==> src/common/cache_geom_pkg.sv <==
// geometry of the two-way instruction cache
// 4 KiB total, 64-byte lines of sixteen 32-bit words
// all widths below derive from the first five values; changing them
// is untested beyond the two-way case (hit_select encodes two ways)

package cache_geom_pkg;

   localparam int addr_w      = 32;
   localparam int word_w      = 32;
   localparam int line_words  = 16;
   localparam int num_ways    = 2;
   localparam int cache_bytes = 4096;

   // derived sizes
   localparam int num_sets   = cache_bytes / (num_ways * line_words * (word_w / 8));
   localparam int offset_w   = $clog2(line_words * (word_w / 8));
   localparam int word_sel_w = $clog2(line_words);
   localparam int index_w    = $clog2(num_sets);
   localparam int tag_w      = addr_w - index_w - offset_w;
   // one extra bit so the count can reach line_words
   localparam int beat_cnt_w = $clog2(line_words) + 1;

   typedef logic [addr_w-1:0]  addr_t;
   typedef logic [tag_w-1:0]   tag_t;
   typedef logic [index_w-1:0] index_t;
   typedef logic [word_w-1:0]  word_t;

   // word 0 sits in the low bits
   typedef word_t [line_words-1:0] line_t;

   typedef struct packed {
      tag_t                tag;
      index_t              index;
      logic [offset_w-1:0] offset;
   } addr_fields_t;

   // flat view for the memory side, field view for the lookup
   typedef union packed {
      addr_t        flat;
      addr_fields_t fields;
   } cache_addr_u;

endpackage

==> src/common/cache_bus_pkg.sv <==
// payload types of the CPU and memory ports
// valid and ready travel as separate single-bit ports next to these
// memory answers one line request with sixteen beats in word order

package cache_bus_pkg;

   import cache_geom_pkg::*;

   // cpu read request, byte address of the wanted word
   typedef struct packed {
      cache_addr_u addr;
   } cpu_req_t;

   // word returned to the cpu
   typedef struct packed {
      word_t data;
   } cpu_resp_t;

   // line request, low offset bits always zero
   typedef struct packed {
      addr_t addr;
   } mem_req_t;

   // one word of a refill burst
   typedef struct packed {
      word_t data;
   } mem_beat_t;

endpackage

==> src/icache/icache_ctrl.sv <==
// transaction FSM of the instruction cache
// lookup_addr shows the live request in idle so the registered set
// read lands in the lookup cycle; afterwards it holds the captured one
// after a flush during refill no request is taken until the aborted
// burst has fully arrived

`timescale 1ns/1ps

module icache_ctrl
   import cache_geom_pkg::*;
   import cache_bus_pkg::*;
(
   input  logic        clk,
   input  logic        reset,
   input  logic        flush,
   input  logic        cpu_req_valid,
   input  cpu_req_t    cpu_req,
   input  logic        cpu_resp_ready,
   input  logic        mem_req_ready,
   input  logic        hit,
   input  logic        hit_way,
   input  word_t       hit_word,
   input  logic        lru,
   input  logic        refill_done,
   input  word_t       refill_word,
   output logic        cpu_req_ready,
   output logic        cpu_resp_valid,
   output cpu_resp_t   cpu_resp,
   output logic        mem_req_valid,
   output mem_req_t    mem_req,
   output cache_addr_u lookup_addr,
   output logic        fill_en,
   output logic        fill_way,
   output logic        lru_we,
   output logic        lru_next,
   output logic        refill_clear,
   output logic        invalidate_all
);

   typedef enum logic [2:0] {
      st_idle,
      st_lookup,
      st_request,
      st_refill,
      st_respond
   } state_t;

   state_t      state;
   logic        mem_busy;
   cache_addr_u addr_q;
   word_t       resp_word;
   logic        way_q;
   logic        miss_q;

   always_ff @(posedge clk) begin
      if (reset) begin
         state    <= st_idle;
         mem_busy <= 1'b0;
      end else begin
         // burst outstanding from accept until the last beat
         if (mem_req_valid && mem_req_ready) begin
            mem_busy <= 1'b1;
         end else if (refill_done) begin
            mem_busy <= 1'b0;
         end

         if (flush) begin
            state <= st_idle;
         end else begin
            case (state)
               st_idle:    if (cpu_req_valid && cpu_req_ready) state <= st_lookup;
               st_lookup:  state <= hit ? st_respond : st_request;
               st_request: if (mem_req_ready) state <= st_refill;
               st_refill:  if (refill_done) state <= st_respond;
               st_respond: if (cpu_resp_ready) state <= st_idle;
               default:    state <= st_idle;
            endcase
         end
      end
   end

   // request address, used way and response word
   always_ff @(posedge clk) begin
      if (state == st_idle && cpu_req_valid && cpu_req_ready) begin
         addr_q <= cpu_req.addr;
      end
      if (state == st_lookup) begin
         // victim on a miss is the way the lru bit names
         way_q  <= hit ? hit_way : lru;
         miss_q <= !hit;
         if (hit) begin
            resp_word <= hit_word;
         end
      end
      if (state == st_refill && refill_done) begin
         resp_word <= refill_word;
      end
   end

   assign lookup_addr    = (state == st_idle) ? cpu_req.addr : addr_q;
   assign cpu_req_ready  = (state == st_idle) && !mem_busy;
   assign cpu_resp_valid = (state == st_respond);
   assign cpu_resp.data  = resp_word;

   // line-aligned request from the flat view
   assign mem_req_valid = (state == st_request);
   assign mem_req.addr  = {addr_q.flat[addr_w-1:offset_w], {offset_w{1'b0}}};

   // count restarts on the lookup to request transition
   assign refill_clear = (state == st_lookup) && !hit;

   // fill and lru update on the response transfer
   assign fill_en        = (state == st_respond) && cpu_resp_ready && miss_q;
   assign fill_way       = way_q;
   assign lru_we         = (state == st_respond) && cpu_resp_ready;
   assign lru_next       = ~way_q;
   assign invalidate_all = flush;

endmodule

==> config.mk <==
export PLATFORM = sky130hd
export DESIGN_NAME = icache_ctrl
export DESIGN_NICKNAME = d
export VERILOG_FILES = /design/src/common/cache_geom_pkg.sv /design/src/common/cache_bus_pkg.sv /design/src/icache/icache_ctrl.sv
export SDC_FILE = /design/constraint.sdc
export NUM_CORES = 1
export LEC_CHECK = 0
export ABC_AREA = 1
export BUFFER_PORTS_ARGS = -buffer_cell sky130_fd_sc_hd__buf_2
export CORE_ASPECT_RATIO = 0.7
export CORE_MARGIN = 4
export CORE_UTILIZATION = 43
export DETAILED_ROUTE_END_ITERATION = 10
export GPL_TIMING_DRIVEN = 0
export HOLD_SLACK_MARGIN = 0.06
export PLACE_DENSITY_LB_ADDON = 0.15
export SYNTH_ARGS = -nofsm -noshare
export SYNTH_HDL_FRONTEND = slang
export SYNTH_SLANG_ARGS = --single-unit
==> constraint.sdc <==
create_clock -name clk -period 4 [get_ports clk]
set_input_delay 0.8 -clock clk [delete_from_list [all_inputs] [get_ports clk]]
set_output_delay 0.8 -clock clk [all_outputs]
set_load 0.005 [all_outputs]
==> metrics.txt <==
CP dominant cell by count nand2_1; vias per cell 4.38; die area 9350 um^2; Worst Hold Path Cells 2; critical path peak fanout 10; max_cap viols 0; gr ovfl total 0; Lkg Pwr 0.00251 uW; Longest Clk Path Bufs 2; Gate Count Post-Synth 358; largest net degree at the start of global routing 23; cts hold-fix bufs 0; wire per inst 13.1 um; vias in the first global route 2,880; chip width roughly 110 um; R2R Path End addr_q[7]; clock tree root buffer cell clkbuf_8; Hold Startpoint mem_busy; Via Count 2,998; min Tclk post-route between 2000 and 2500 ps; CP cell instances nor2_2 > nand2_2 > inv_2 > buf_4 > nand2_1 > nand2_1 > buf_2; WL final between 8000 and 9000 um; Port Buffers around 200; crit path kind reg2out; Req. time, crit path around 3200 ps; slew of the pin with the lowest slew margin 695 ps; Layout Nets ~690; Initial Util 45.3%; pre-CTS setup slack roughly 1700 ps; Hold WC Path Type reg2reg; Crit. End Element output pin; fin. max-slew vios 0; DRT Pass-1 Iters 4; global-route wire length before repair around 14,000 um; worst reg2reg setup slack 1710 ps; Post-Syn Area 3370 um^2; slowest stage delay, CP 390 ps; DRC Markers 0; CTS sink cnt 70; post-CTS setup repair buffer count 0; RSZ-0062 raised after global routing no; final instance area 4790 um^2; skew final between 7 and 8 ps; Top Family by Delay on Critical Path simple AND/OR/NAND/NOR gates; most frequent cells in the layout 207 x buf_2, 201 x nand2_1, 66 x edfxtp_1, 36 x buf_4, 14 x inv_1; initial antenna violation count 0; CP bufs+invs 3; Hold Worst Slack about 530 ps; final setup fails 0; Pwr Density 345 nW/um^2; placed cell areas 4600 um^2; core area 7450 um^2; VDD IR max 154 uV; worst-case reg-to-reg path depth 6; Peak Freq 410 MHz; sequential share of the synthesized area 61.2%; clk slew on worst S/H paths about 70 ps; relative slew slack 53.4%; crit path max-delay cell type dfxtp_1; Hold EP mem_busy; I/O pin total 211; fin crit share 61.0%; DR iter-0 viols 89; CTS resizes 0; Distinct cells, synth 21; clk_lat worst skew 340 ps; final hold vios 0; post-DP HPWL 7190 um; layout cells sized above 1 46.8%; Core Util, Final 64.2%; worst setup slack after layout 1560 ps; Ys Warns 0; synthesized area per cell ~9.4 um^2; TritonCTS clock tree yes; diode count 0; FF+latch count, synth 70; Critical Path Source Type flop; H-tree depth 3; TritonCTS buffer count 9; std cell rows 26; status completed; Worst Path Arrival between 1500 and 2000 ps; GRT Overall Usage 19.1%; Final GP Congestion 0.805; synthesis-to-layout area growth 41.9%; antenna viol nets, final 0; Fillers 685; R2R Path Start state[2]; most common cell after layout, fill and taps aside buf_2; Die Y 82.1 um
sequential cells by signal (all words and copies together), names as in the netlist:
signal,flops
addr_q,32
cpu_resp,32
fill_way,1
mem_busy,1
miss_q,1
state,3
final cells by class:
type                            count  area [um^2]  share of cell area, %
Sequential cell                    70         2060                   43.1
Timing Repair Buffer              207         1070                   22.4
Multi-Input combinational cell    232          926                   19.3
Buffer                             45          353                   7.37
Clock buffer                        9          124                   2.59
Tap cell                           98          123                   2.56
Clock inverter                      7         65.1                   1.36
Inverter                           16         62.6                   1.31
per-stage QoR:
stage                     std cells  total power [uW]  TNS, ps
after floorplan                 363               984        0
after detailed placement        668              1130        0
after global placement          665              1110   -19540
after global routing            684              1750        0
final                           684              1650        0
after CTS                       684              1680        0
layer usage:
metal / wire, um / share of wire [%] / vias up / track usage [%]
li1: - / - / 1541 / -
met2: 4460 / 50 / 137 / 33.2
met5: 0 / 0 / - / 0
met4: 115 / 1.3 / 0 / 6.05
met3: 906 / 10 / 10 / 7.14
met1: 3490 / 39 / 1310 / 22.4
cell families after synthesis:
logic type             Yosys count  synth area share [%]
AND/OR/NAND/NOR                219                  25.3
other                            1                 0.111
buffers and inverters           61                  12.3
AO/OA/AOI/OAI                    7                  1.15
flip-flops                      70                  61.2
cells in the mapped netlist:
cell | instances | area share (%)
conb_1 | 1 | 0.11
inv_4 | 1 | 0.19
nor3_4 | 1 | 0.48
o21ai_0 | 1 | 0.15
inv_2 | 1 | 0.11
buf_4 | 36 | 8.0
nand2_2 | 2 | 0.37
o21ai_2 | 1 | 0.26
nor2_1 | 8 | 0.89
a21oi_1 | 3 | 0.45
buf_6 | 6 | 2.0
edfxtp_1 | 66 | 59
buf_2 | 3 | 0.45
nor3b_1 | 1 | 0.22
o21ai_1 | 2 | 0.30
nor3_1 | 1 | 0.15
inv_1 | 14 | 1.6
nand3_1 | 4 | 0.59
nand2_1 | 201 | 22
dfxtp_1 | 4 | 2.4
nor2_2 | 1 | 0.19
worst register-to-register path, stage by stage, from the launching register on:
cell and delay [ps]:
dfxtp_1 390, nor2_2 210, nand2_2 150, buf_2 230, nor3_2 550, buf_6 270, buf_6 190
how the worst max path moves through the flow:
stage             startpoint         endpoint  slack [ps]  cells past startpoint
2_1_floorplan  cpu_req_valid        addr_q[0]         480                      2
3_3_place_gp        state[2]        addr_q[3]        -610                      4
3_5_place_dp        state[2]       addr_q[10]        1720                      6
4_1_cts             state[2]  lookup_addr[27]        1530                      7
5_1_grt             state[2]  lookup_addr[28]        1350                      7
6_report            state[2]   lookup_addr[5]        1560                      7
where the power goes:
group / internal (uW) / total [uW] / switching [uW]
combinational: 131 / 254 / 123
sequential: 840 / 853 / 12.9
clock: 282 / 546 / 264
total: 1250 / 1650 / 400
Note: power is estimated with default switching activity, not from simulation.
