$ cat src/common/cache_geom_pkg.sv
// geometry of the two-way instruction cache
// 4 KiB total, 64-byte lines of sixteen 32-bit words
// all widths below derive from the first five values; changing them
// is untested beyond the two-way case (hit_select encodes two ways)

package cache_geom_pkg;

   localparam int addr_w      = 32;
   localparam int word_w      = 32;
   localparam int line_words  = 16;
   localparam int num_ways    = 2;
   localparam int cache_bytes = 4096;

   // derived sizes
   localparam int num_sets   = cache_bytes / (num_ways * line_words * (word_w / 8));
   localparam int offset_w   = $clog2(line_words * (word_w / 8));
   localparam int word_sel_w = $clog2(line_words);
   localparam int index_w    = $clog2(num_sets);
   localparam int tag_w      = addr_w - index_w - offset_w;
   // one extra bit so the count can reach line_words
   localparam int beat_cnt_w = $clog2(line_words) + 1;

   typedef logic [addr_w-1:0]  addr_t;
   typedef logic [tag_w-1:0]   tag_t;
   typedef logic [index_w-1:0] index_t;
   typedef logic [word_w-1:0]  word_t;

   // word 0 sits in the low bits
   typedef word_t [line_words-1:0] line_t;

   typedef struct packed {
      tag_t                tag;
      index_t              index;
      logic [offset_w-1:0] offset;
   } addr_fields_t;

   // flat view for the memory side, field view for the lookup
   typedef union packed {
      addr_t        flat;
      addr_fields_t fields;
   } cache_addr_u;

endpackage

$ cat src/logic/hit_select.sv
// tag compare over both ways and word pick from the hitting line
// purely combinational; the caller decides when hit is meaningful
// hit_way encoding assumes exactly two ways

`timescale 1ns/1ps

module hit_select
   import cache_geom_pkg::*;
(
   input  tag_t                  lookup_tag,
   input  logic [word_sel_w-1:0] word_sel,
   input  tag_t  [num_ways-1:0]  way_tag,
   input  logic  [num_ways-1:0]  way_valid,
   input  line_t [num_ways-1:0]  way_line,
   output logic                  hit,
   output logic                  hit_way,
   output word_t                 hit_word
);

   logic [num_ways-1:0] way_match;

   // a way matches only when valid and its tag agrees
   always_comb begin
      for (int w = 0; w < num_ways; w++) begin
         way_match[w] = way_valid[w] && (way_tag[w] == lookup_tag);
      end
   end

   assign hit = |way_match;

   // one line is never held in both ways, so way 1 alone decides
   assign hit_way = way_match[1];

   assign hit_word = way_line[hit_way][word_sel];

endmodule

$ cat config.mk
export PLATFORM = sky130hd
export DESIGN_NAME = hit_select
export DESIGN_NICKNAME = d
export VERILOG_FILES = /design/src/common/cache_geom_pkg.sv /design/src/logic/hit_select.sv
export SDC_FILE = /design/constraint.sdc
export NUM_CORES = 1
export LEC_CHECK = 0
export BUFFER_PORTS_ARGS = -buffer_cell sky130_fd_sc_hd__buf_2
export CORE_AREA = 2 2 444 446
export DETAILED_ROUTE_END_ITERATION = 12
export DIE_AREA = 0 0 446 448
export GPL_TIMING_DRIVEN = 0
export PLACE_DENSITY_LB_ADDON = 0.08
export SLEW_MARGIN = 30
export SYNTH_ARGS = -nofsm -noshare
export SYNTH_HDL_FRONTEND = slang
export SYNTH_SLANG_ARGS = --single-unit
$ cat constraint.sdc
create_clock -name vclk -period 3.9
set_clock_uncertainty 0.2 [all_clocks]
set_input_delay 0.78 -clock vclk [all_inputs]
set_output_delay 0.78 -clock vclk [all_outputs]
set_load 0.05 [all_outputs]
==> results of run 1 <==
-- cell usage after synthesis, drive strengths merged --
master	instances
nand2	130
buf	44
inv	1
mux2i	64
nand4	6
xor2	20
nor4	6
and3	32
nand3	65
o21ai	1
mux4	256
nor2	2
a22oi	32
nor2b	2
and2	1
clkbuf	49
xnor2	22
-- cell usage in the layout, fill, tap and decap left out, types with 15 or more instances in the layout --
cell type	count
buf_4	23
buf_16	16
buf_6	47
xor2_1	20
mux2i_4	31
buf_12	32
mux2i_1	27
and3_4	27
nand2_1	122
clkbuf_2	29
a22oi_2	27
xnor2_1	15
nand3_1	56
mux4_2	256
buf_2	1088
-- cell families after synthesis --
logic type,share of synthesized area (%)
AO/OA/AOI/OAI,2.859
XOR/XNOR,4.289
buffers and inverters,5.164
multiplexers,74.69
AND/OR/NAND/NOR,13.00
-- final cells by class --
| type | count | area [sq um] |
|---|---|---|
| plain buffers | 91 | 812.0 |
| multi-input cells | 639 | 8975 |
| well taps | 2542 | 3181 |
| inverters | 1 | 20.02 |
| repair buffers | 1178 | 6924 |
| diodes | 7 | 17.52 |
| fillers | 22710 | 174700 |
-- layer usage --
layer | routed length [microns] | global-route usage, % | up-vias
met5 | 186 | 0 | -
met4 | 605 | 0.3713 | 32
met3 | 6398 | 1.900 | 80
met2 | 77470 | 26.15 | 619
met1 | 50460 | 14.36 | 6641
li1 | - | - | 5511
-- through the flow --
step / std cells / setup slack [ps] / TNS [ps]
after floorplan: 733 / 386.0 / 0
after global placement: 4400 / -2265 / -57570
after detailed placement: 4420 / -1498 / -37720
after CTS: 4443 / -409.1 / -9510
after global routing: 4454 / -403.3 / -9794
final: 4458 / -282.7 / -5378
-- worst min-delay path, cell delays in order --
cell,delay (ps)
buf_2,100
nand3_1,80
o21ai_1,60
clkbuf_4,240
-- how the worst min path moves through the flow --
stage               slack [ps]  endpoint          from
floorplan                 1690       hit  way_valid[0]
global placement          1890       hit  way_valid[0]
detailed placement        1890       hit  way_valid[0]
CTS                       1890       hit  way_valid[0]
global route              1910       hit  way_valid[0]
finish                    1870       hit  way_valid[0]
-- what timing repair did --
| action | in CTS | in global routing |
|---|---|---|
| pin swaps | 49 | 31 |
| resized for setup | 339 | 68 |
| hold endpoints to repair | 0 | 0 |
| endpoints found under the setup margin | 34 | 33 |
| cloned | 4 | 1 |
| setup buffers | 21 | 10 |
-- where the power goes --
part | internal (mW) | switching, mW | total (mW)
Combinational | 1.22 | 1.21 | 2.43
Sequential | 0 | 0 | 0
Clock | 0.000000221 | 0 | 0.000000221
Total | 1.22 | 1.21 | 2.43
==> metrics.cfg, run 1 <==
[floorplanning]
initial_core_util_pct = 4.408
rows = 162
dieArea_sq_um = 199800
io_pins = 1127
fp.coreArea_sq_um = 194600
chipHeight_microns = 448
die_w_microns = 446

[route]
first_pass_iters = 4
detail-route-antenna-nets = 0
via_per_inst = 2.890
initialDrtViolationCount = 665
wl_microns = 135100
drcViolationCount = 0
num_vias = 12880
detail_route.wl_per_cell_microns = 30.31

[setup_path]
path_common_cell = buf_12
arrival_ps = 3200
critPathSlowestCell = nor4_4
worstSetupPathType = in -> out
crit_cells = 15
startpoint = lookup_tag[16]
startpoint_type = primary input
worstPathRequired_ps = 2920
critPathMaxStageDelay_ps = 300
cp_max_fo = 8
crit_end = hit_word[19]
endpoint_kind = primary output
cp_top_family = buffers and inverters
critPathBufInv = 8
crit_chain = buf_8, xnor2_2, nand4_1, nor4_4, nand2_2, buf_12, inv_16, buf_16, buf_16, buf_12, mux2i_4, a22oi_2, buf_6, and3_4, buf_12

[min_path]
hold_path.class = in -> out
min_path_cells = 4

[cells_and_area]
layout-drive-gt1-share_pct = 85.33
regArea_sq_um = 0
final_area_sq_um = 19930
nClkBuffers = 0
fin_util_pct = 10.24
syn_to_final_growth_pct = 132.4
n_sequential_cell = 0
finalNetCount = 3004

[synthesis]
synthTopCellsByArea = mux4_2 67%, mux2i_1 7.5%, nand2_1 5.7%
synth_largest_area_cell = mux4_2
synth_top_area_share_pct = 67.22
syn-instance-count = 733
synth_cell_types = 21
syn_nets = 1826
synth_area_per_cell_sq_um = 11.70
ys_seq_area_share_pct = 0
yosys_warnings = 0
syn_area_sq_um = 8577

[timing]
setup_viol_count_final = 32
max-slew-margin-rel_pct = 35.24
fmax_mhz = 239.1
grt_setup_unrepaired = yes
hold_ws_ps = 1866
final_max_slew_viol_count = 0
worst_slack_ps = -282.7
min_period_over_period_pct = 107.2
tightestPinTransition_ps = 971.3
period_minus_slack_ps = 4183
final-hold-violation-count = 0

[placement]
dp_hpwl_microns = 123600
portBuffers = 1125
place_congestion = 0.8189
placed_cell_area_sq_um = 17730

[pwr]
peakVddDrop_uv = 36.43
totalPowerFinal_mw = 2.430
power.density_nw_per_um2 = 121.9
leakage_nw = 8.052

[clock_tree]
hold_buffers = 0

[global_routing]
first_global_vias = 14190
grt_util_all_layers_pct = 12.79
grt_antenna_before_repair = 66
grt_max_degree = 11
grt_overflow = 0
grt_pass1_wl_microns = 163700

[status]
violations = negative setup slack
outcome = finished, violations left

[job]
max_cap_violations = 0

Note: power is estimated with default switching activity, not from simulation.
==> run 2: changes to the inputs <==
--- a/config.mk
+++ b/config.mk
@@ -6,9 +6,12 @@
 export NUM_CORES = 1
 export LEC_CHECK = 0
 export BUFFER_PORTS_ARGS = -buffer_cell sky130_fd_sc_hd__buf_2
-export CORE_AREA = 2 2 444 446
+export CAP_MARGIN = 20
+export CELL_PAD_IN_SITES_DETAIL_PLACEMENT = 0
+export CELL_PAD_IN_SITES_GLOBAL_PLACEMENT = 1
+export CORE_AREA = 2 2 439 441
 export DETAILED_ROUTE_END_ITERATION = 12
-export DIE_AREA = 0 0 446 448
+export DIE_AREA = 0 0 441 443
 export GPL_TIMING_DRIVEN = 0
 export PLACE_DENSITY_LB_ADDON = 0.08
 export SLEW_MARGIN = 30
==> run 2 against run 1 <==
Effect of this change: the run still ends with negative setup slack left; worst setup slack lost 220 ps; combinational power shrank 2%; final area is 1.7% lower; clock-buffer cell count unchanged; non-clock buffer count is 4 lower; first-iteration DRC count increased by 0.75%; global-route usage grew 0.81 points; utilization about the same; sequential share of layout area did not move; die area decreased by 2.2%; cell count barely moved; power is 2.2% lower; largest power group unchanged.
==> metrics.cfg, run 2 (synthesis results as in run 1) <==
[placement]
place_congestion = 0.8761  ; +7.0%
portBuffers = 1125  ; unchanged
dp_hpwl_microns = 126500  ; +2.4%
placed_cell_area_sq_um = 17630  ; -0.57%

[route]
detail-route-antenna-nets = 0  ; unchanged
initialDrtViolationCount = 670  ; +0.75%
via_per_inst = 2.963  ; +2.5%
detail_route.wl_per_cell_microns = 31.17  ; +2.8%
drcViolationCount = 0  ; unchanged
first_pass_iters = 5  ; +1
num_vias = 13200  ; +2.5%
wl_microns = 138800  ; +2.8%

[floorplanning]
die_w_microns = 441  ; -1.1%
dieArea_sq_um = 195400  ; -2.2%
chipHeight_microns = 443  ; -1.1%
fp.coreArea_sq_um = 191200  ; -1.8%
initial_core_util_pct = 4.487  ; +0.079 points
rows = 161  ; -0.62%
io_pins = 1127  ; unchanged

[global_routing]
grt_pass1_wl_microns = 170900  ; +4.4%
grt_max_degree = 11  ; unchanged
first_global_vias = 14550  ; +2.5%
grt_overflow = 0  ; unchanged
grt_antenna_before_repair = 96  ; +45%
grt_util_all_layers_pct = 13.60  ; +0.81 points

[cells_and_area]
most-common-layout-cells = 1,094 x buf_2, 256 x mux4_2, 128 x nand2_1
syn_to_final_growth_pct = 128.5
finalNetCount = 3000  ; -0.13%
regArea_sq_um = 0  ; unchanged
final_common_cell = buf_2
layout-drive-gt1-share_pct = 84.36  ; -0.98 points
n_sequential_cell = 0  ; unchanged
final_area_sq_um = 19600  ; -1.7%
nClkBuffers = 0  ; unchanged

[timing]
max-slew-margin-rel_pct = 36.14  ; +0.90 points
final-hold-violation-count = 0  ; unchanged
hold_ws_ps = 1775  ; -90.39 ps
min_period_over_period_pct = 112.9  ; +5.6 points
worst_slack_ps = -502.1  ; -219.4 ps
period_minus_slack_ps = 4402  ; +219.4 ps
setup_viol_count_final = 32  ; unchanged
final_max_slew_viol_count = 0  ; unchanged
tightestPinTransition_ps = 957.8  ; -13.52 ps
grt_setup_unrepaired = yes
fmax_mhz = 227.2  ; -5.0%
fin_tns_setup_ps = -12990  ; -7610 ps

[min_path]
hold_path.class = in -> out
min_delay_worst_endpoint = hit
hp-start = way_valid[0]
min_path_cells = 4  ; unchanged

[status]
outcome = finished, violations left
violations = negative setup slack

[job]
max_cap_violations = 0  ; unchanged

[pwr]
combPwrFrac_pct = 100.0  ; about the same
p_seq_share_pct = 0  ; unchanged
peakVddDrop_uv = 27.94  ; -23%
p_int_mw = 1.185  ; -2.7%
totalPowerFinal_mw = 2.377  ; -2.2%
p_switching_mw = 1.192  ; -1.7%
power.density_nw_per_um2 = 121.3  ; -0.53%
power.share.clock_pct = 0  ; unchanged
swShare_pct = 50.15  ; +0.25 points
leakage_nw = 7.933  ; -1.5%

[setup_path]
endpoint_kind = primary output
arrival_ps = 3420  ; +220 ps
worstPathRequired_ps = 2920  ; about the same
startpoint_type = primary input
worstSetupPathType = in -> out
startpoint = lookup_tag[0]
cp_max_fo = 7  ; -1

[clock_tree]
hold_buffers = 0  ; unchanged

run 2: cell count changes in the layout (fill, tap and decap cells not counted), sizes merged:
cell   previous run  this run
diode             7        24
buf            1219      1215
run 2: routing by layer:
layer,track usage (%),part of all wire (%),up-vias
li1,-,-,5517
met5,0,0.16,-
met3,2.608,5.8,154
met2,27.49,56,748
met4,0.8668,1.2,38
met1,14.85,36,6742
run 2: per-stage QoR:
stage	cells	utilization [%]	setup slack (ps)
final	4455	10.25	-502.1
after floorplan	733	-	386.0
after CTS	4421	10.04	-565.1
after global routing	4438	10.23	-573.6
after detailed placement	4400	9.222	-2102
after global placement	4384	9.085	-2442
run 2: layout make-up:
| type | instances | area, sq um |
|---|---|---|
| repair buffers | 1172 | 6778 |
| inverters | 1 | 16.27 |
| multi-input cells | 639 | 8818 |
| fillers | 22180 | 171600 |
| well taps | 2526 | 3161 |
| diodes | 24 | 60.06 |
| plain buffers | 93 | 762.0 |
run 2: power groups by stage:
stage	Clock [mW]	Combinational, mW	Sequential, mW
2_1_floorplan	0	0.930	0
3_3_place_gp	0	2.18	0
3_5_place_dp	0	2.21	0
4_1_cts	0	2.43	0
5_1_grt	0.000000243	2.55	0
6_report	0.000000628	2.38	0
run 2: worst max path at each step:
stage / to
detailed placement: hit_word[27]
global route: hit_word[18]
global placement: hit_word[21]
CTS: hit_word[25]
finish: hit_word[18]
floorplan: hit_word[22]
run 2: worst max-delay path: stages:
cell	delay (ps)
buf_12	110
xnor2_4	320
nand4_1	150
nor4_2	360
nand2_2	110
buf_12	160
inv_12	90
buf_16	160
buf_16	160
buf_12	110
mux2i_4	260
a22oi_2	130
buf_6	180
and3_4	150
buf_12	140
run 2: timing repair:
item,in CTS,in global routing
cloned,5,0
gates resized for setup,291,64
pin swaps,42,21
endpoints found under the setup margin,34,33
buffers inserted,17,13
