<file path="src/common/cache_geom_pkg.sv">
// geometry of the two-way instruction cache
// 4 KiB total, 64-byte lines of sixteen 32-bit words
// all widths below derive from the first five values; changing them
// is untested beyond the two-way case (hit_select encodes two ways)

package cache_geom_pkg;

   localparam int addr_w      = 32;
   localparam int word_w      = 32;
   localparam int line_words  = 16;
   localparam int num_ways    = 2;
   localparam int cache_bytes = 4096;

   // derived sizes
   localparam int num_sets   = cache_bytes / (num_ways * line_words * (word_w / 8));
   localparam int offset_w   = $clog2(line_words * (word_w / 8));
   localparam int word_sel_w = $clog2(line_words);
   localparam int index_w    = $clog2(num_sets);
   localparam int tag_w      = addr_w - index_w - offset_w;
   // one extra bit so the count can reach line_words
   localparam int beat_cnt_w = $clog2(line_words) + 1;

   typedef logic [addr_w-1:0]  addr_t;
   typedef logic [tag_w-1:0]   tag_t;
   typedef logic [index_w-1:0] index_t;
   typedef logic [word_w-1:0]  word_t;

   // word 0 sits in the low bits
   typedef word_t [line_words-1:0] line_t;

   typedef struct packed {
      tag_t                tag;
      index_t              index;
      logic [offset_w-1:0] offset;
   } addr_fields_t;

   // flat view for the memory side, field view for the lookup
   typedef union packed {
      addr_t        flat;
      addr_fields_t fields;
   } cache_addr_u;

endpackage

</file>
<file path="src/common/cache_bus_pkg.sv">
// payload types of the CPU and memory ports
// valid and ready travel as separate single-bit ports next to these
// memory answers one line request with sixteen beats in word order

package cache_bus_pkg;

   import cache_geom_pkg::*;

   // cpu read request, byte address of the wanted word
   typedef struct packed {
      cache_addr_u addr;
   } cpu_req_t;

   // word returned to the cpu
   typedef struct packed {
      word_t data;
   } cpu_resp_t;

   // line request, low offset bits always zero
   typedef struct packed {
      addr_t addr;
   } mem_req_t;

   // one word of a refill burst
   typedef struct packed {
      word_t data;
   } mem_beat_t;

endpackage

</file>
<file path="src/icache/refill_buffer.sv">
// gathers the sixteen beats of one refill burst into a line
// beats shift in from the top, so beat 0 ends up as word 0
// done follows the sixteenth beat and holds until clear
// beats past the sixteenth are ignored

`timescale 1ns/1ps

module refill_buffer
   import cache_geom_pkg::*;
   import cache_bus_pkg::*;
(
   input  logic                  clk,
   input  logic                  reset,
   input  logic                  clear,
   input  logic                  mem_beat_valid,
   input  mem_beat_t             mem_beat,
   input  logic [word_sel_w-1:0] word_sel,
   output line_t                 line,
   output logic                  done,
   output word_t                 refill_word
);

   logic [beat_cnt_w-1:0] beat_cnt;
   logic                  take_beat;

   assign done      = (beat_cnt == beat_cnt_w'(line_words));
   assign take_beat = mem_beat_valid && !done;

   // beat counter
   always_ff @(posedge clk) begin
      if (reset || clear) begin
         beat_cnt <= '0;
      end else if (take_beat) begin
         beat_cnt <= beat_cnt + 1'b1;
      end
   end

   // line shift register, newest word on top
   always_ff @(posedge clk) begin
      if (take_beat) begin
         line <= {mem_beat.data, line[line_words-1:1]};
      end
   end

   // requested word, only meaningful once done is high
   assign refill_word = line[word_sel];

endmodule

</file>
<file path="config.mk">
export PLATFORM = sky130hd
export DESIGN_NAME = refill_buffer
export DESIGN_NICKNAME = d
export VERILOG_FILES = /design/src/common/cache_geom_pkg.sv /design/src/common/cache_bus_pkg.sv /design/src/icache/refill_buffer.sv
export SDC_FILE = /design/constraint.sdc
export NUM_CORES = 1
export LEC_CHECK = 0
export BUFFER_PORTS_ARGS = -buffer_cell sky130_fd_sc_hd__buf_2
export CORE_AREA = 2 2 230 232
export DETAILED_ROUTE_END_ITERATION = 10
export DIE_AREA = 0 0 232 234
export SKIP_LAST_GASP = 1
export SYNTH_ARGS = -nofsm -noshare
export SYNTH_HDL_FRONTEND = slang
export SYNTH_SLANG_ARGS = --single-unit
</file>
<file path="constraint.sdc">
create_clock -name clk -period 74.6 [get_ports clk]
set_clock_uncertainty 0.15 [all_clocks]
set_input_delay 11.19 -clock clk [delete_from_list [all_inputs] [get_ports clk]]
set_output_delay 11.19 -clock clk [all_outputs]
set_load 0.01 [all_outputs]
</file>
==> summary by stage, run 1 <==
Route
The detail route stage leaves a number of antenna-violating nets equal to 0. The average wire length per cell after detail routing is 25.06 µm. For this block, the via count after detailed routing is ~11000. Summed over all layers, the routed wires come to 53960 µm. The detailed router's first-iteration violation count is ~1000.

The first detailed-routing pass took 5 iterations. The via count normalized by instance count is 5.188. The number of DRC violations after detailed routing is 0.

STA
The clock period minus final worst setup slack is 25030 ps. Timing would allow up to 39.95 MHz. The final count of hold timing violations is 0. Setup repair after global routing left no endpoint under its margin. The total count of max-transition violations in the final report is 0. Summed over all failing endpoints, the final setup total negative slack is 0 ps. Of the available clock period, the critical path in the final layout requires 33.56%.

The final-report setup violation count is 0. At the pin with the least slew margin, the transition time is 1123 ps. Measured against its own limit, the worst slew margin works out to 25.15%. In the post-route analysis, the smallest setup slack over all paths is approximately 50000 ps.

Power and ir drop
The total design power is 677.8 µW. Of the total power, registers draw 51.9%. Power spread over the standard cell area amounts to 27.34 nW/µm². The worst-case vdd ir drop is between 0.000015 and 0.00002 V. The switching share of total power is between 20% and 30%. The combinational cell fraction of total power is 9.1%. For this design the static power due to leakage is 9.426 nW. The power share of the clock group is 38.9%.

The internal power of the cells is 517.6 µW. The reported net switching power is between 150 and 200 µW.

Floorplan
The placeable core region is about 52000 µm². The die outline width is 232 µm. The top-level I/O count is 585. After floorplanning, the core was divided into 84 placement rows.

The initial core utilization is 37.16%. The area of the die is about 54000 µm². The die is between 200 and 250 µm tall.

Synthesis
The post-synthesis instance area is 19330 µm². When the netlist entered floorplanning its net count stood at 855. Counting flops and latches in the post-synthesis netlist gives 517. By area the synthesized netlist is led by sky130_fd_sc_hd__edfxtp_1, sky130_fd_sc_hd__mux4_2, sky130_fd_sc_hd__a22oi_1, sky130_fd_sc_hd__nand2_1, sky130_fd_sc_hd__dfxtp_1. The mean instance size in the synthesized netlist is 23.78 µm². The cell count after synthesis came out at 813. Summed over all instances, the cell type with the most area after synthesis is sky130_fd_sc_hd__edfxtp_1. The number of distinct library cells after synthesis is 22. The sequential fraction of the synthesis area is 80.04%. The share of the synthesized area in the top cell type is 79.52%.

The Yosys step of the flow raised 0 warnings.

Worst setup path
The largest fanout on the critical path is 48. The reg-to-reg endpoint is line[126]. The required time at the worst-slack endpoint is 63260 ps. The worst setup path is captured at a primary output.

In this run the register-to-register setup slack is 69900 ps. The worst reg2reg path depth is 8. The classification of the worst setup path is input pin to primary output. The kind of launch point of the worst setup path is an input pin. The launching instance or port of the critical path is word_sel[0]. The worst endpoint data arrival time is 13690 ps. In this run the critical register-to-register path is launched from beat_cnt[0].

Placement
The placement-stage worst setup slack is 49460 ps. The total half-perimeter wirelength after legalization and detailed placement is 37500 µm. Input and output buffers added on the ports amount to 584. At the end of routability-driven placement, the weighted congestion stood at 0.8476.

The total placed instance area is roughly 23000 µm².

Global routing
The initial antenna violation count came to 1. The global-route wire length before repair is 75880 µm. For this run, the total global-route usage over all layers was measured as 18.90%. The via count of the first global-routing pass is 10950. Entering global routing, the biggest net connects roughly 190 pins. The total congestion overflow after global routing is 0.

Clock network
The clock insertion delay at the later pin of the skew report is 600 ps. In this run the number of H-tree levels came out at 2. CTS placed an instance of sky130_fd_sc_hd__clkbuf_16 at the clock tree root. The number of hold buffers added after cts is 0. Post-CTS repair changed the size of 0 cells.

Clock tree synthesis found a total of 517 sinks. The post-CTS clock slew at the launch and capture registers of the worst setup and hold paths is 60 ps. In this run the post-CTS setup repair buffer count came out at 0. TritonCTS built the clock tree. The number of CTS-inserted buffers is 55.

The clock passes through at most 3 buffers.

Hold path
The path with the worst hold slack has its endpoint at line[357]. The type of the worst min-delay path is register to register. The instance count along the most critical hold path is 0. The start point of the worst min-delay path is line[389].

Layout
Relative to the synthesized area, the layout overhead comes to 28.23%. The total non-filler cell area in the finished layout is 24790 µm². Cells fill 47.66% of the core in the end. The top cell types in the final layout, fill and taps aside, are sky130_fd_sc_hd__buf_2, sky130_fd_sc_hd__edfxtp_1, sky130_fd_sc_hd__mux4_2. The net count reported at finish is 1465. Cells with a size suffix above 1 make up 55.22% of the layout. The most common library cell in the layout ignoring fill and taps is sky130_fd_sc_hd__buf_2. The antenna diode count is 0.

Run status
The run finished with clean final reports.

Flow run
The tool flagged a number of max-cap violations equal to 0.
-- worst max-delay path by stage --
| stage | end | slack (ps) | depth (start not counted) |
|---|---|---|---|
| final | refill_word[26] | 49570 | 6 |
| after global placement | refill_word[26] | 49440 | 6 |
| after detailed placement | refill_word[26] | 49460 | 6 |
| after global routing | refill_word[16] | 49340 | 6 |
| after floorplan | line[0] | 40670 | 2 |
| after CTS | refill_word[26] | 49460 | 6 |
-- registers in the layout, indices dropped and copies added (netlist names) --
| signal | flops |
|---|---|
| line | 512 |
| beat_cnt | 5 |
-- metrics by stage --
| stage | hold WS (ps) | cells |
|---|---|---|
| floorplan | 328.3 | 813 |
| global placement | 297.2 | 2054 |
| detailed placement | 301.2 | 2054 |
| CTS | 311.0 | 2153 |
| global route | 324.5 | 2153 |
| finish | 314.5 | 2153 |
-- cell families after synthesis --
kind of cell               share of synthesized area (%)
AOI/OAI and AO/OA                                  2.640
adders and majority gates                         0.1294
muxes                                              14.91
and+or+nand+nor                                    1.042
DFF                                                80.04
buffers and inverters                              1.152
xor gates and xnor gates                         0.09061
-- worst max-delay path, stage by stage --
cell                      delay (ps)
sky130_fd_sc_hd__buf_8           450
sky130_fd_sc_hd__buf_4           760
sky130_fd_sc_hd__mux4_2          610
sky130_fd_sc_hd__a22oi_1         360
sky130_fd_sc_hd__nand2_1         110
sky130_fd_sc_hd__buf_2           150
-- area by class of cell --
type | instances | area, µm²
Inverter | 5 | 18.77
Sequential cell | 517 | 15470
Fill cell | 4451 | 27230
Multi-Input combinational cell | 248 | 3669
Tap cell | 688 | 860.8
Clock buffer | 74 | 1509
Clock inverter | 25 | 220.2
Timing Repair Buffer | 596 | 3042
-- synthesized netlist by cell type --
cell,count
sky130_fd_sc_hd__nand3_1,2
sky130_fd_sc_hd__nor2b_1,2
sky130_fd_sc_hd__a22oi_1,64
sky130_fd_sc_hd__a21oi_1,3
sky130_fd_sc_hd__nor2_1,4
sky130_fd_sc_hd__buf_2,7
sky130_fd_sc_hd__buf_4,9
sky130_fd_sc_hd__nand4bb_1,1
sky130_fd_sc_hd__edfxtp_1,512
sky130_fd_sc_hd__o21ai_0,3
sky130_fd_sc_hd__mux4_2,128
sky130_fd_sc_hd__and2_1,1
sky130_fd_sc_hd__buf_1,9
sky130_fd_sc_hd__or4_1,1
sky130_fd_sc_hd__nand2_1,32
sky130_fd_sc_hd__clkbuf_1,18
sky130_fd_sc_hd__ha_1,2
sky130_fd_sc_hd__xor2_1,2
sky130_fd_sc_hd__nand4_1,2
sky130_fd_sc_hd__inv_1,5
sky130_fd_sc_hd__dfxtp_1,5
sky130_fd_sc_hd__or2_2,1
-- power groups by stage --
stage / Clock (mW) / Sequential (mW) / Combinational [mW]
CTS: 0.270 / 0.352 / 0.0629
finish: 0.264 / 0.352 / 0.0619
global route: 0.281 / 0.354 / 0.0657
global placement: 0 / 0.357 / 0.0628
floorplan: 0 / 0.372 / 0.0249
detailed placement: 0 / 0.358 / 0.0628
-- metal layers --
metal / track usage (%) / part of all wire (%)
met1: 25.42 / 40
met2: 30.38 / 50
met3: 4.827 / 7.5
met4: 5.849 / 2.4
met5: 0 / 0.024
Power figures use the tool's default switching activity.
==> run 2, diff against run 1 <==
--- a/config.mk
+++ b/config.mk
@@ -5,10 +5,12 @@
 export SDC_FILE = /design/constraint.sdc
 export NUM_CORES = 1
 export LEC_CHECK = 0
+export ABC_AREA = 1
 export BUFFER_PORTS_ARGS = -buffer_cell sky130_fd_sc_hd__buf_2
-export CORE_AREA = 2 2 230 232
+export CORE_AREA = 2 2 214 269
 export DETAILED_ROUTE_END_ITERATION = 10
-export DIE_AREA = 0 0 232 234
+export DIE_AREA = 0 0 216 271
+export PLACE_DENSITY = 0.65
 export SKIP_LAST_GASP = 1
 export SYNTH_ARGS = -nofsm -noshare
 export SYNTH_HDL_FRONTEND = slang
==> constraint.sdc (replaced) <==
create_clock -name clk -period 22.3 [get_ports clk]
set_clock_uncertainty 0.15 [all_clocks]
set_input_delay 3.345 -clock clk [delete_from_list [all_inputs] [get_ports clk]]
set_output_delay 3.345 -clock clk [all_outputs]
set_load 0.01 [all_outputs]
==> summary by stage, run 2 <==
Floorplan
The initial utilization of the core area, before any placement, comes to 39.83%. The top-level I/O count is 585. The die outline width is 216 µm. Measured along the y axis, the die boundary spans 271 µm. The row count is slightly below 100. The area of the die is ~59000 µm². The placeable core region is about 56000 µm².

Layout
The net count reported at finish is 2687. In the layout the commonest cells are sky130_fd_sc_hd__nand2_1, sky130_fd_sc_hd__buf_2, sky130_fd_sc_hd__edfxtp_1. The area growth from synthesis to layout is 22.55%. The number of flip-flops under the largest register name is roughly 510.

Once layout is done, the placed cells without fillers occupy 27250 µm². Of the cells placed in the final design, the portion with a size suffix greater than 1 is 25.21%. More flip-flops sit in one register than any other, and that register is line.

In the final layout, the registers with the most flip-flops are line: 512 flops, beat_cnt: 5 flops. The most common library cell in the layout ignoring fill and taps is sky130_fd_sc_hd__nand2_1.

Route
The remaining antenna violation count is 0. After detailed routing, the number of remaining DRC violations is 0. The total length of routed wires is roughly 70000 µm. After detailed routing, the average wire length per cell comes to 20.57 µm.

The via total after detailed routing is 16720. The first-pass detailed-route iteration total is 5. The via count normalized by instance count is 4.871. The first routing iteration left 1834 violations.

STA
Of the available clock period, the critical path in the final layout requires between 40 and 50%. The final total negative setup slack is 0 ps. The final count of hold timing violations is 0. Setup repair after global routing left no endpoint under its margin. Setup violations remaining at the end of the flow were counted as 0. Timing would allow up to 100.4 MHz. The headroom to the max-slew limit is 17.17%.

The clock period minus final worst setup slack is 9960 ps. The transition time at the pin with the least slew margin is 1242 ps. The total count of max-transition violations in the final report is 0.

Synthesis
The number of distinct library cells after synthesis is 20. The cell accounting for the most synthesized area is sky130_fd_sc_hd__edfxtp_1. The fraction of synthesis flops using an asynchronous set or reset pin is 0%. The synthesized netlist occupies a cell area of about 22000 µm². In the synthesized netlist the dominant register cell turns out to be sky130_fd_sc_hd__edfxtp_1. Sequential cells were found to cover 69.60% of the synthesized design area.

The leading cell type by number of instances after synthesis is sky130_fd_sc_hd__nand2_1. The commonest cells after synthesis are sky130_fd_sc_hd__nand2_1, sky130_fd_sc_hd__edfxtp_1, sky130_fd_sc_hd__inv_1, sky130_fd_sc_hd__nand3_1, sky130_fd_sc_hd__buf_2. Yosys attributes the largest share of cell area to sky130_fd_sc_hd__edfxtp_1, sky130_fd_sc_hd__nand2_1, sky130_fd_sc_hd__nand3_1, sky130_fd_sc_hd__inv_1, sky130_fd_sc_hd__buf_6. The gate count of the mapped netlist is 2098. The number of synthesis warnings is 0. The synthesized design contains just over 500 register bits. The number of flops mapped to enable cells by yosys is 512.

The share of the synthesized area in the top cell type is about 69%. The net count after synthesis is 2140. In this run the mean area of a mapped cell was between 10 and 15 µm².

Power and ir drop
The worst-case vdd ir drop is 0.00007442 V. The total design power is 2.307 mW. Dividing total power by cell area gives a power density of roughly 85 nW/µm². The leakage dissipation is approximately 13 nW.

Placement
At the end of routability-driven placement, the weighted congestion stood at ~0.9. The total placed instance area is 25530 µm². The count of buffers inserted at the top-level ports is a little under 600. Summed over all nets, the half-perimeter wirelength after detailed placement is ~47000 µm.

Clock network
The longest clock path from root to sink contains 3 buffers. The root buffer selected by CTS is sky130_fd_sc_hd__clkbuf_16. After clock tree synthesis, the flow added hold-fix buffers numbering 0.

The clock drives ~520 sinks. The TritonCTS clock tree is done. After clock tree synthesis, the clock-pin slew on the worst setup and hold paths is 60 ps. The clock insertion delay at the later pin of the skew report is 590 ps. The number of buffers inserted by post-CTS setup repair is 0. The number of CTS-inserted buffers is 54.

The number of levels the H-tree was split into is 2. The total of cells resized after clock tree synthesis is 0.

Worst setup path
STA classifies the critical path startpoint as an input pin. Data arrives at the worst endpoint at roughly 6500 ps. Data on the critical path is required at its endpoint by about 19000 ps. Tracing the worst setup path back leads to its startpoint at word_sel[0].

The worst register-to-register path ends at line[220]. For flop-to-flop paths, the worst setup slack is 18230 ps. The worst setup path is of the input pin to primary output kind. STA classifies the critical path endpoint as a primary output. For the worst flop-to-flop path, the logic depth is 9. The startpoint of the worst-slack reg-to-reg timing path is beat_cnt[0]. Along the worst path, the maximum fanout reaches 120. The capturing element of the worst setup path is refill_word[13].

Global routing
Entering global routing, the biggest net connects around 170 pins. The via count of the first global-routing pass was 15760. The initial antenna violation count is 0. The first global-routing pass estimated around 100000 µm of wire.

Global routing used 23.28% of the available tracks across all layers. Summed over all layers, the global routing overflow is 0.

Run status
The run finished with clean final reports.

Hold path
The type of the worst min-delay path is register to register.

Flow run
The reported max-cap violation count is 0.
-- run 2: cell count changes after synthesis, sizes merged, moves of 2 or more --
cell and change:
a22oi -64, buf +69, clkbuf -7, mux4 -128
nor2b -2, nand3 +383, nand2 +648, inv +390
-- run 2: worst min-delay path by stage --
stage | to | start | cells after the start | slack [ps]
floorplan | beat_cnt[4] | beat_cnt[4] | 2 | 290
global placement | beat_cnt[4] | beat_cnt[4] | 2 | 300
detailed placement | beat_cnt[4] | beat_cnt[4] | 2 | 300
CTS | beat_cnt[4] | beat_cnt[4] | 2 | 310
global route | line[91] | line[123] | 0 | 330
finish | beat_cnt[4] | beat_cnt[4] | 2 | 310
-- run 2: metal layers --
layer	global-route usage, %	wire length (µm)	vias to the layer above
li1	-	-	7887
met1	32.53	30500	7867
met2	35.10	31550	808
met3	4.733	5355	154
met4	10.44	3193	0
met5	0	0	-
-- run 2: worst max-delay path, stage by stage --
cell                      delay [ps]
sky130_fd_sc_hd__buf_8           560
sky130_fd_sc_hd__buf_4           920
sky130_fd_sc_hd__buf_4           650
sky130_fd_sc_hd__nand2_1         110
sky130_fd_sc_hd__nand2_1         100
sky130_fd_sc_hd__nand2_1          60
sky130_fd_sc_hd__nand3_1          90
sky130_fd_sc_hd__nand3_1         220
sky130_fd_sc_hd__nand2_1         140
sky130_fd_sc_hd__buf_2           140
-- run 2: cell families (layout without fill, tap and decap cells) --
group	Yosys count	count (layout)	synth area share, %
compound gates	7	7	0.1688
xor+xnor	1	1	0.03940
fa+ha+maj	2	2	0.1125
buf+inv	500	1091	9.825
flops	517	517	69.60
other cells	0	1	0
simple gates	1071	1071	20.26
-- run 2: metrics by stage --
step | util (%) | hold slack, ps | worst slack (ps) | instances
floorplan | - | 288.6 | 7972 | 2098
global placement | 45.72 | 299.2 | 12390 | 3331
detailed placement | 45.72 | 301.3 | 12410 | 3331
CTS | 48.81 | 310.5 | 12390 | 3431
global route | 48.81 | 331.3 | 12220 | 3431
finish | 48.81 | 311.8 | 12340 | 3432
-- run 2: final cells by class --
class	instances	area, µm²
inverter	395	1504
clock inverter	34	302.8
multi-input combinational	1081	4576
sequential	517	15470
clock buffer	66	1418
timing repair buffer	596	3044
antenna	1	2.502
fill	5154	28580
tap	742	928.4
-- run 2: power by group --
part           leakage (nW)  switching (mW)  internal (mW)
Combinational          6.97           0.165         0.0754
Sequential             5.05          0.0424           1.13
Clock                 0.849           0.381          0.510
Total                  12.9           0.588           1.72
